--- config.mk ---
export PLATFORM = sky130hd
export DESIGN_NAME = rv_alu
export DESIGN_NICKNAME = d
export VERILOG_FILES = /design/src/include/rv_cfg.svh /design/src/hw/rv_pkg.sv /design/src/hw/rv_alu.sv
export SDC_FILE = /design/constraint.sdc
export NUM_CORES = 1
export LEC_CHECK = 0
export BUFFER_PORTS_ARGS = -buffer_cell sky130_fd_sc_hd__buf_2
export CAP_MARGIN = 20
export CORE_AREA = 2 2 107 186
export DETAILED_ROUTE_END_ITERATION = 6
export DIE_AREA = 0 0 109 188
export GPL_TIMING_DRIVEN = 0
export PLACE_DENSITY = 0.8
export SLEW_MARGIN = 20
export SYNTH_ARGS = -nofsm -noshare
export SYNTH_HDL_FRONTEND = slang
export SYNTH_SLANG_ARGS = --single-unit
--- constraint.sdc ---
create_clock -name vclk -period 4.5
set_clock_uncertainty 0.15 [all_clocks]
set_input_delay 0.225 -clock vclk [all_inputs]
set_output_delay 0.225 -clock vclk [all_outputs]
set_load 0.1 [all_outputs]
--- src/include/rv_cfg.svh ---
// memory size, console and halt addresses, reset pc of the rv32i core
`ifndef RV_CFG_SVH
`define RV_CFG_SVH

// 32-bit words in the unified memory
`define RV_MEM_WORDS 256

// store here to print a word on the console
`define RV_OUT_ADDR 32'd1000

// store here to stop the core
`define RV_HALT_ADDR 32'd1004

// first instruction address
`define RV_RESET_PC 32'd0

`endif

--- src/hw/rv_pkg.sv ---
// rv_pkg: word, opcode, funct, alu and state types, decoded instruction and memory request
`default_nettype none

package rv_pkg;

    typedef logic [31:0] word_t;
    typedef logic [4:0]  reg_idx_t;

    // major opcodes; only the first five are executed
    typedef enum logic [6:0] {
        OPC_OP      = 7'b0110011,
        OPC_OPIMM   = 7'b0010011,
        OPC_LOAD    = 7'b0000011,
        OPC_STORE   = 7'b0100011,
        OPC_BRANCH  = 7'b1100011,
        OPC_LUI     = 7'b0110111,
        OPC_AUIPC   = 7'b0010111,
        OPC_JALR    = 7'b1100111,
        OPC_MADD    = 7'b1000011,
        OPC_MSUB    = 7'b1000111,
        OPC_NMSUB   = 7'b1001011,
        OPC_NMADD   = 7'b1001111,
        OPC_LOADFP  = 7'b0000111,
        OPC_STOREFP = 7'b0100111,
        OPC_OPFP    = 7'b1010011,
        OPC_OP32    = 7'b0111011,
        OPC_OPIMM32 = 7'b0011011
    } opcode_e;

    typedef enum logic [2:0] {
        BR_BEQ  = 3'b000,
        BR_BNE  = 3'b001,
        BR_BLT  = 3'b100,
        BR_BGE  = 3'b101,
        BR_BLTU = 3'b110,
        BR_BGEU = 3'b111
    } branch_funct_e;

    // encoded as {funct7[5], funct3} of the OP group
    typedef enum logic [3:0] {
        ALU_ADD  = 4'b0000,
        ALU_SLL  = 4'b0001,
        ALU_SLT  = 4'b0010,
        ALU_SLTU = 4'b0011,
        ALU_XOR  = 4'b0100,
        ALU_SRL  = 4'b0101,
        ALU_OR   = 4'b0110,
        ALU_AND  = 4'b0111,
        ALU_SUB  = 4'b1000,
        ALU_SRA  = 4'b1101
    } alu_op_e;

    typedef enum logic [1:0] {
        ST_FETCH,
        ST_EXEC,
        ST_MEM_WAIT,
        ST_HALTED
    } ctrl_state_e;

    typedef struct packed {
        opcode_e    opcode;
        reg_idx_t   rd;
        reg_idx_t   rs1;
        reg_idx_t   rs2;
        logic [2:0] funct3;
        word_t      imm;
        alu_op_e    alu_op;
        logic       use_imm;
        logic       illegal;
    } dec_t;

    typedef struct packed {
        logic  rd_req;
        logic  wr_req;
        word_t addr;
        word_t wr_data;
    } mem_req_t;

endpackage

`default_nettype wire

--- src/hw/rv_alu.sv ---
// rv_alu: add, sub, compares, logic ops, shifts and branch condition
`default_nettype none

module rv_alu (
    input  wire rv_pkg::dec_t  dec,
    input  wire rv_pkg::word_t a,
    input  wire rv_pkg::word_t b_reg,
    output rv_pkg::word_t      result,
    output logic               taken
);
    import rv_pkg::*;

    word_t b;

    assign b = dec.use_imm ? dec.imm : b_reg;

    always_comb begin
        case (dec.alu_op)
            ALU_ADD:  result = a + b;
            ALU_SUB:  result = a - b;
            ALU_SLT:  result = {31'd0, $signed(a) < $signed(b)};
            ALU_SLTU: result = {31'd0, a < b};
            ALU_AND:  result = a & b;
            ALU_OR:   result = a | b;
            ALU_XOR:  result = a ^ b;
            ALU_SLL:  result = a << b[4:0];
            ALU_SRL:  result = a >> b[4:0];
            // sign bit fills from the left
            ALU_SRA:  result = word_t'($signed(a) >>> b[4:0]);
            default:  result = a + b;
        endcase
    end

    // branches always compare the two registers
    always_comb begin
        case (branch_funct_e'(dec.funct3))
            BR_BEQ:  taken = (a == b_reg);
            BR_BNE:  taken = (a != b_reg);
            BR_BLT:  taken = ($signed(a) < $signed(b_reg));
            BR_BGE:  taken = ($signed(a) >= $signed(b_reg));
            BR_BLTU: taken = (a < b_reg);
            BR_BGEU: taken = (a >= b_reg);
            default: taken = 1'b0;
        endcase
    end

endmodule

`default_nettype wire

==> results of run 1 <==
[cells by family after synthesis]
logic type | after synthesis | share of synthesized area [%]
AND/OR/NAND/NOR | 509 | 21.39
adder cells (fa/ha/maj) | 131 | 16.09
XOR/XNOR | 12 | 1.022
multiplexers | 79 | 9.797
buffers and inverters | 260 | 10.13
AO/OA/AOI/OAI | 653 | 41.57
[layer usage]
metal | global-route usage (%) | GRT overflow
met1 | 65.62 | 0
met2 | 88.51 | 12
met3 | 40.88 | 0
met4 | 71.65 | 16
met5 | 4.592 | 0
[synthesized netlist by cell type, types with 16 or more instances]
library cell | count | share of area (%)
sky130_fd_sc_hd__nand2_1 | 196 | 7.2
sky130_fd_sc_hd__buf_1 | 18 | 0.66
sky130_fd_sc_hd__a211oi_1 | 54 | 3.9
sky130_fd_sc_hd__clkbuf_1 | 70 | 2.6
sky130_fd_sc_hd__o211ai_1 | 38 | 2.8
sky130_fd_sc_hd__mux2i_1 | 59 | 5.7
sky130_fd_sc_hd__a221oi_1 | 21 | 1.8
sky130_fd_sc_hd__nand3_1 | 26 | 1.3
sky130_fd_sc_hd__inv_1 | 124 | 4.5
sky130_fd_sc_hd__a21oi_1 | 187 | 9.1
sky130_fd_sc_hd__o21a_1 | 32 | 2.3
sky130_fd_sc_hd__a21o_1 | 26 | 1.9
sky130_fd_sc_hd__o21ai_0 | 90 | 4.4
sky130_fd_sc_hd__buf_2 | 34 | 1.7
sky130_fd_sc_hd__o221ai_1 | 16 | 1.4
sky130_fd_sc_hd__nor2_1 | 179 | 6.5
sky130_fd_sc_hd__o21ai_1 | 34 | 1.7
sky130_fd_sc_hd__ha_1 | 129 | 16
sky130_fd_sc_hd__o22ai_1 | 36 | 2.2
sky130_fd_sc_hd__nor3_1 | 23 | 1.1
[through the flow]
stage	setup TNS, ns	utilization [%]	worst slack [ns]	hold WS (ns)	cells
after global placement	-13.13	59.81	-1.129	0.7386	2019
after floorplan	-1.086	-	-0.5702	0.6085	1644
after CTS	0	60.77	0.00003864	0.7464	2023
after detailed placement	-11.34	59.88	-1.062	0.7451	2019
[timing repair]
item                       4_1_cts
buffers inserted                 8
cloned                           0
pin swaps                        6
setup endpoints to repair       25
hold buffers                     0
gates resized for setup         46
==> results.sh, run 1 <==
export IMPL_status="did not finish"
export IMPL_lastStage="5_1_grt"
export IMPL_tool_error="[ERROR GRT-0116] Global routing finished with congestion. Check the congestion regions in the DRC Viewer."
export IMPL_floorplan_die_width_um=109
export IMPL_pin_count=160
export IMPL_floorplan_die_height_um=188
export IMPL_place_detailed_hpwl_um=49910
export IMPL_synthCells=1644
export IMPL_net_count_of_the_mapped_netlist=1902
export IMPL_placementRows=67
export IMPL_grt_pass1_wl_um=101700
export IMPL_grt_max_degree=21
export IMPL_dpl_instance_area_um2=11390
export IMPL_yosys_warnings=0
export IMPL_start_util_pct=54.03
export IMPL_overflow=28
export IMPL_synthesis_area_um2=10280
export IMPL_placement_io_buffers=134
export IMPL_gr_usage_all_layers_pct=66.53
export IMPL_gp_congestion=1.202
export IMPL_post_synth_cell_area_avg_um2=6.254
export IMPL_seq_area_frac_synth_pct=0
export IMPL_first_global_vias=15709
export IMPL_netlist_cell_type_count=79
==> run 2, diff against run 1 <==
--- a/config.mk
+++ b/config.mk
@@ -7,11 +7,11 @@
 export LEC_CHECK = 0
 export BUFFER_PORTS_ARGS = -buffer_cell sky130_fd_sc_hd__buf_2
 export CAP_MARGIN = 20
-export CORE_AREA = 2 2 107 186
+export CORE_AREA = 2 2 164 166
 export DETAILED_ROUTE_END_ITERATION = 6
-export DIE_AREA = 0 0 109 188
+export DIE_AREA = 0 0 166 168
 export GPL_TIMING_DRIVEN = 0
-export PLACE_DENSITY = 0.8
+export PLACE_DENSITY_LB_ADDON = 0.15
 export SLEW_MARGIN = 20
 export SYNTH_ARGS = -nofsm -noshare
 export SYNTH_HDL_FRONTEND = slang
==> constraint.sdc (replaced) <==
create_clock -name vclk -period 5.9
set_clock_uncertainty 0.15 [all_clocks]
set_input_delay 0.295 -clock vclk [all_inputs]
set_output_delay 0.295 -clock vclk [all_outputs]
set_load 0.1 [all_outputs]
==> results.sh, run 2 <==
export IMPL_post_synth_cell_area_avg_um2=6.254
export IMPL_critPathRequiredTime_ns=5.45
export IMPL_die_area_um2=27890
export IMPL_overflow=0
export IMPL_layout_common_cells="sky130_fd_sc_hd__nand2_1, sky130_fd_sc_hd__a21oi_1, sky130_fd_sc_hd__nor2_1"
export IMPL_post_synth_top_count_cell="sky130_fd_sc_hd__nand2_1"
export IMPL_grt_max_degree=21
export IMPL_top_layer="met5"
export IMPL_finalCoreUtilization_pct=43.44
export IMPL_holdWs_ns=0.8907
export IMPL_timing_critical_path_mode_cell="sky130_fd_sc_hd__buf_2"
export IMPL_layout_clock_buffers=0
export IMPL_seq_cell_count=0
export IMPL_grt_antenna_before_repair=3
export IMPL_cts_hold_fix_buffers=0
export IMPL_max_slew_margin_pct=29.09
export IMPL_route_detailed_drc=0
export IMPL_netlist_area_leader_share_pct=15.70
export IMPL_net_count_of_the_mapped_netlist=1902
export IMPL_critical_path_arrival_ns=5.33
export IMPL_multi_input_comb_area_um2=9265
export IMPL_final_setup_worst_slack_ns=0.1244
export IMPL_wl_met3_um=7940
export IMPL_timing_hold_violations_final=0
export IMPL_critPathLaunchType="primary input"
export IMPL_timing_worst_slew_pin_value_ns=1.057
export IMPL_timing_critical_path_cells="buf_4 -> mux2i_4 -> buf_2 -> buf_2 -> buf_2 -> clkbuf_4 -> ha_1 -> buf_2 -> nand2b_1 -> o311ai_2 -> o2bb2ai_2 -> or3_4 -> o21ai_4 -> nand3_1 -> a32oi_1 -> a221oi_1 -> mux2i_1 -> nand4_1 -> buf_2"
export IMPL_synth_top_family_by_area="compound AO/OA/AOI/OAI gates"
export IMPL_diodes_inserted=0
export IMPL_wl_per_cell_um=29.47
export IMPL_finalMaxSlewViolations=0
export IMPL_cp_slowest_cell="sky130_fd_sc_hd__a32oi_1"
export IMPL_dr_total_vias=14652
export IMPL_placement_io_buffers=134
export IMPL_irDropWorstVdd_uv=252.1
export IMPL_worstSetupEndpointType="primary output"
export IMPL_critical_path_buffers_and_inverters=7
export IMPL_setup_total_negative_slack_ns=0
export IMPL_coreArea_um2=26350
export IMPL_gp_congestion=1.110
export IMPL_drive_gt1_share_pct=12.63
export IMPL_synth_top_cell_by_area="sky130_fd_sc_hd__ha_1"
export IMPL_path_max_fanout=11
export IMPL_wl_met1_um=24950
export IMPL_period_share_pct=97.89
export IMPL_gr_usage_all_layers_pct=42.65
export IMPL_routed_wirelength_um=62530
export IMPL_placedCellCount=2120
export IMPL_first_pass_iters=6
export IMPL_path_class="primary input to primary output"
export IMPL_maxCapViolations=0
export IMPL_synth_xor_area_share_pct=1.022
export IMPL_fmaxAchievable_ghz=0.1731
export IMPL_detailedPlace_worstSlack_ns=-0.2239
export IMPL_grt_pass1_wl_um=90180
export IMPL_power_leakage_nw=5.169
export IMPL_timing_critical_path_slowest_cell_delay_ns=0.51
export IMPL_floorplan_die_width_um=166
export IMPL_drtIter0Drc=2372
export IMPL_placementRows=60
export IMPL_synthCells=1644
export IMPL_power_per_cell_area_nw_per_um2=167.4
export IMPL_seq_area_um2=0
export IMPL_seq_area_frac_synth_pct=0
export IMPL_pin_count=160
export IMPL_final_common_cell="sky130_fd_sc_hd__nand2_1"
export IMPL_hold_path_class="primary input to primary output"
export IMPL_synthesis_area_um2=10280
export IMPL_setup_viol=0
export IMPL_status="finished clean"
export IMPL_start_util_pct=39.02
export IMPL_flow_area_growth_from_synthesis_pct=11.34
export IMPL_timing_final_crit_period_ns=5.776
export IMPL_dpl_instance_area_um2=11400
export IMPL_finish_cell_count_without_fillers=2122
export IMPL_floorplan_die_height_um=168
export IMPL_place_detailed_hpwl_um=50880
export IMPL_crit_family="buffers and inverters"
export IMPL_vias_per_cell=6.905
export IMPL_grt_setup_unrepaired="false"
export IMPL_power_total_mw=1.916
export IMPL_finish_instance_area_um2=11450
export IMPL_route_met2_wl_um=25180
export IMPL_synth_mux_area_share_pct=9.797
export IMPL_share_of_synthesized_cell_area_in_and_or_nand_and_nor_gates_pct=21.39
export IMPL_yosys_warnings=0
export IMPL_synthTopCellsByArea="sky130_fd_sc_hd__ha_1, sky130_fd_sc_hd__a21oi_1, sky130_fd_sc_hd__nand2_1, sky130_fd_sc_hd__nor2_1, sky130_fd_sc_hd__mux2i_1"
export IMPL_layout_nets=2041
export IMPL_netlist_cell_type_count=79
export IMPL_route_antenna_remaining_nets=0
export IMPL_first_global_vias=13095
export IMPL_synth_fa_ha_area_share_pct=16.09
export IMPL_final_fill_count=2961
export IMPL_yosys_top_cells_count="sky130_fd_sc_hd__nand2_1, sky130_fd_sc_hd__a21oi_1, sky130_fd_sc_hd__nor2_1, sky130_fd_sc_hd__ha_1, sky130_fd_sc_hd__inv_1"
export IMPL_synth_compound_area_share_pct=41.57
==> run 2: cell counts after synthesis <==
No cell type changed its count.
==> run 2: routing by layer <==
metal	up-vias	global-route usage, %
met5	-	0
met4	4	21.78
met3	244	8.651
met2	1280	63.38
met1	6786	58.29
li1	6338	-
==> run 2: area by class of cell <==
| type | count | share of cell area (%) |
|---|---|---|
| repair buffers | 139 | 6.252 |
| well taps | 341 | 3.727 |
| inverters | 133 | 4.361 |
| multi-input cells | 1384 | 80.94 |
| plain buffers | 125 | 4.722 |
==> run 2: final timing paths <==
kind                     from    endpoint  slack, ns  depth (start not counted)
worst max-delay path   dec[1]  result[31]       0.12                         19
worst min-delay path  dec[40]       taken       0.89                          3
==> run 2: where the power goes <==
group / internal (mW) / switching [mW]
sequential: 0 / 0
combinational: 0.501 / 1.41
clock: 0 / 0
total: 0.501 / 1.41
==> run 2: cell families (layout without fill, tap and decap cells) <==
| group | Yosys count | in the layout |
|---|---|---|
| fa+ha+maj | 131 | 131 |
| simple gates | 509 | 509 |
| mux | 79 | 79 |
| compound gates | 653 | 653 |
| buf+inv | 260 | 397 |
| xor+xnor | 12 | 12 |
==> run 2: repair_timing <==
action | 4_1_cts | 5_1_grt
pin swaps | 0 | 1
setup buffers | 0 | 4
setup endpoints to repair | 1 | 13
gates resized for setup | 2 | 10
Note: power is estimated with default switching activity, not from simulation.
==> run 3, diff against run 2 <==
--- a/config.mk
+++ b/config.mk
@@ -5,11 +5,12 @@
 export SDC_FILE = /design/constraint.sdc
 export NUM_CORES = 1
 export LEC_CHECK = 0
+export ABC_AREA = 1
 export BUFFER_PORTS_ARGS = -buffer_cell sky130_fd_sc_hd__buf_2
 export CAP_MARGIN = 20
-export CORE_AREA = 2 2 164 166
+export CORE_AREA = 2 2 170 172
 export DETAILED_ROUTE_END_ITERATION = 6
-export DIE_AREA = 0 0 166 168
+export DIE_AREA = 0 0 172 174
 export GPL_TIMING_DRIVEN = 0
 export PLACE_DENSITY_LB_ADDON = 0.15
 export SLEW_MARGIN = 20
==> results.sh, run 3 <==
export IMPL_status="finished clean"
export IMPL_min_to="taken"
export IMPL_die_area_um2=29930
export IMPL_power_leakage_nw=6.774
export IMPL_timing_worst_slew_pin_value_ns=1.034
export IMPL_setup_viol=0
export IMPL_synth_top_family_by_area="simple AND/OR/NAND/NOR gates"
export IMPL_layout_nets=2610
export IMPL_power_switching_share_pct=77.35
export IMPL_synth_top_cell_by_area="sky130_fd_sc_hd__nand2_1"
export IMPL_holdWs_ns=0.9949
export IMPL_synthesis_area_um2=11040
export IMPL_cts_hold_fix_buffers=0
export IMPL_power_per_cell_area_nw_per_um2=154.3
export IMPL_whs_path_depth=5
export IMPL_critPathRequiredTime_ns=5.45
export IMPL_netlist_area_leader_share_pct=21.70
export IMPL_finish_instance_area_um2=12200
export IMPL_hold_path_class="primary input to primary output"
export IMPL_irDropWorstVdd_uv=147.4
export IMPL_p_comb_share_pct=100.0
export IMPL_detailedPlace_worstSlack_ns=0.8507
export IMPL_dpl_instance_area_um2=12200
export IMPL_net_switching_power_mw=1.456
export IMPL_start_util_pct=39.09
export IMPL_critical_path_arrival_ns=4.80
export IMPL_path_class="primary input to primary output"
export IMPL_grt_antenna_before_repair=1
export IMPL_finalMaxSlewViolations=0
export IMPL_wl_per_cell_um=24.99
export IMPL_maxCapViolations=0
export IMPL_route_antenna_remaining_nets=0
export IMPL_floorplan_die_width_um=172
export IMPL_post_synth_cell_area_avg_um2=4.987
export IMPL_seq_area_frac_synth_pct=0
export IMPL_layout_clock_buffers=0
export IMPL_final_fill_count=3346
export IMPL_seq_cell_count=0
export IMPL_power_total_mw=1.882
export IMPL_path_max_fanout=10
export IMPL_first_global_vias=15643
export IMPL_seq_area_um2=0
export IMPL_finalCoreUtilization_pct=43.22
export IMPL_overflow=0
export IMPL_power_internal_uw=426.3
export IMPL_power_clock_fraction_pct=0
export IMPL_timing_critical_path_cells="buf_2 -> buf_6 -> buf_4 -> clkbuf_1 -> o21ai_0 -> ha_1 -> inv_1 -> a21oi_1 -> a21boi_0 -> nand2_1 -> a21oi_1 -> nand2_1 -> nand2_1 -> nand3_1 -> nand4_1 -> buf_2"
export IMPL_route_detailed_drc=0
export IMPL_grt_pass1_wl_um=98650
export IMPL_floorplan_die_height_um=174
export IMPL_coreArea_um2=28240
export IMPL_timing_critical_path_mode_cell="sky130_fd_sc_hd__nand2_1"
export IMPL_gp_congestion=1.072
export IMPL_netlist_cell_type_count=39
export IMPL_finish_cell_count_without_fillers=2734
export IMPL_period_share_pct=88.95
export IMPL_hold_start="dec[39]"
export IMPL_timing_hold_violations_final=0
export IMPL_timing_final_crit_period_ns=5.248
export IMPL_timing_critical_path_slowest_cell_delay_ns=0.70
export IMPL_yosys_top_cells_count="sky130_fd_sc_hd__nand2_1, sky130_fd_sc_hd__nand3_1, sky130_fd_sc_hd__inv_1, sky130_fd_sc_hd__nor2_1, sky130_fd_sc_hd__a21oi_1"
export IMPL_synthCells=2213
export IMPL_worstSetupEndpointType="primary output"
export IMPL_drive_gt1_share_pct=10.68
export IMPL_placedCellCount=2734
export IMPL_synth_xor_area_share_pct=0.7936
export IMPL_placementRows=62
export IMPL_fmaxAchievable_ghz=0.1905
export IMPL_synth_fa_ha_area_share_pct=14.99
export IMPL_place_detailed_hpwl_um=56590
export IMPL_final_setup_worst_slack_ns=0.6517
export IMPL_ctsResizeCount=0
export IMPL_net_count_of_the_mapped_netlist=2471
export IMPL_post_cts_setup_buffers=0
export IMPL_yosys_warnings=0
export IMPL_max_slew_margin_pct=31.03
export IMPL_flow_area_growth_from_synthesis_pct=10.57
export IMPL_critPathLaunchType="primary input"
export IMPL_final_common_cell="sky130_fd_sc_hd__nand2_1"
export IMPL_grt_setup_unrepaired="false"
export IMPL_share_of_synthesized_cell_area_in_and_or_nand_and_nor_gates_pct=54.54
export IMPL_layout_common_cells="sky130_fd_sc_hd__nand2_1, sky130_fd_sc_hd__nand3_1, sky130_fd_sc_hd__inv_1"
export IMPL_routed_wirelength_um=68330
export IMPL_post_synth_top_count_cell="sky130_fd_sc_hd__nand2_1"
export IMPL_synth_compound_area_share_pct=15.74
export IMPL_dr_total_vias=16595
export IMPL_pin_count=160
export IMPL_gr_usage_all_layers_pct=44.75
export IMPL_first_pass_iters=6
export IMPL_setup_total_negative_slack_ns=0
export IMPL_drtIter0Drc=2378
export IMPL_synthTopCellsByArea="sky130_fd_sc_hd__nand2_1, sky130_fd_sc_hd__nand3_1, sky130_fd_sc_hd__ha_1, sky130_fd_sc_hd__inv_1, sky130_fd_sc_hd__a21oi_1"
export IMPL_cp_slowest_cell="sky130_fd_sc_hd__clkbuf_1"
export IMPL_grt_max_degree=14
export IMPL_multi_input_comb_area_um2=9498
export IMPL_diodes_inserted=0
export IMPL_vias_per_cell=6.070
export IMPL_placement_io_buffers=137
export IMPL_synth_mux_area_share_pct=0
export IMPL_power_share_sequential_pct=0
[run 3: cell types whose count changed after synthesis, moves of 33 or more]
cell                       before  now
sky130_fd_sc_hd__nand3_1       26  440
sky130_fd_sc_hd__mux2i_1       59    0
sky130_fd_sc_hd__clkbuf_1      70   28
sky130_fd_sc_hd__a211oi_1      54    1
sky130_fd_sc_hd__o211ai_1      38    5
sky130_fd_sc_hd__nand2_1      196  638
sky130_fd_sc_hd__inv_1        124  286
sky130_fd_sc_hd__a21oi_1      187  140
[run 3: cells by family after synthesis]
family	Yosys count
compound gates	318
simple gates	1373
fa+ha+maj	131
buf+inv	381
xor+xnor	10
[run 3: critical path, delay by kind of cell]
| family | cells | cell delay, ns |
|---|---|---|
| simple gates | 5 | 0.51 |
| buf+inv | 6 | 1.88 |
| compound gates | 4 | 1.40 |
| fa+ha+maj | 1 | 0.70 |
[run 3: cell type report]
type	instances	share of cell area [%]
Multi-Input combinational cell	1832	77.83
Inverter	292	8.982
Timing Repair Buffer	137	5.619
Tap cell	384	3.937
Buffer	89	3.630
[run 3: worst max-delay path by stage]
stage | slack [ns] | to | depth (start not counted) | start
after detailed placement | 0.85 | result[0] | 16 | dec[1]
final | 0.65 | result[0] | 16 | dec[1]
after floorplan | 1.79 | result[4] | 14 | dec[1]
after global routing | 0.51 | result[30] | 20 | dec[1]
after global placement | 0.82 | result[0] | 16 | dec[1]
after CTS | 0.85 | result[0] | 17 | dec[1]
[run 3: routing by layer]
metal,global-route usage (%),up-vias,share of wire [%]
met3,10.45,281,11
met2,68.84,1113,42
li1,-,7607,-
met5,0,-,0
met4,28.68,0,8.2
met1,55.67,7594,38
[run 3: power by group through the flow]
stage          registers (mW)  clock network (mW)  logic (mW)
4_1_cts                     0                   0        1.81
3_5_place_dp                0                   0        1.80
3_3_place_gp                0                   0        1.80
2_1_floorplan               0                   0        1.24
5_1_grt                     0                   0        1.99
6_report                    0                   0        1.88
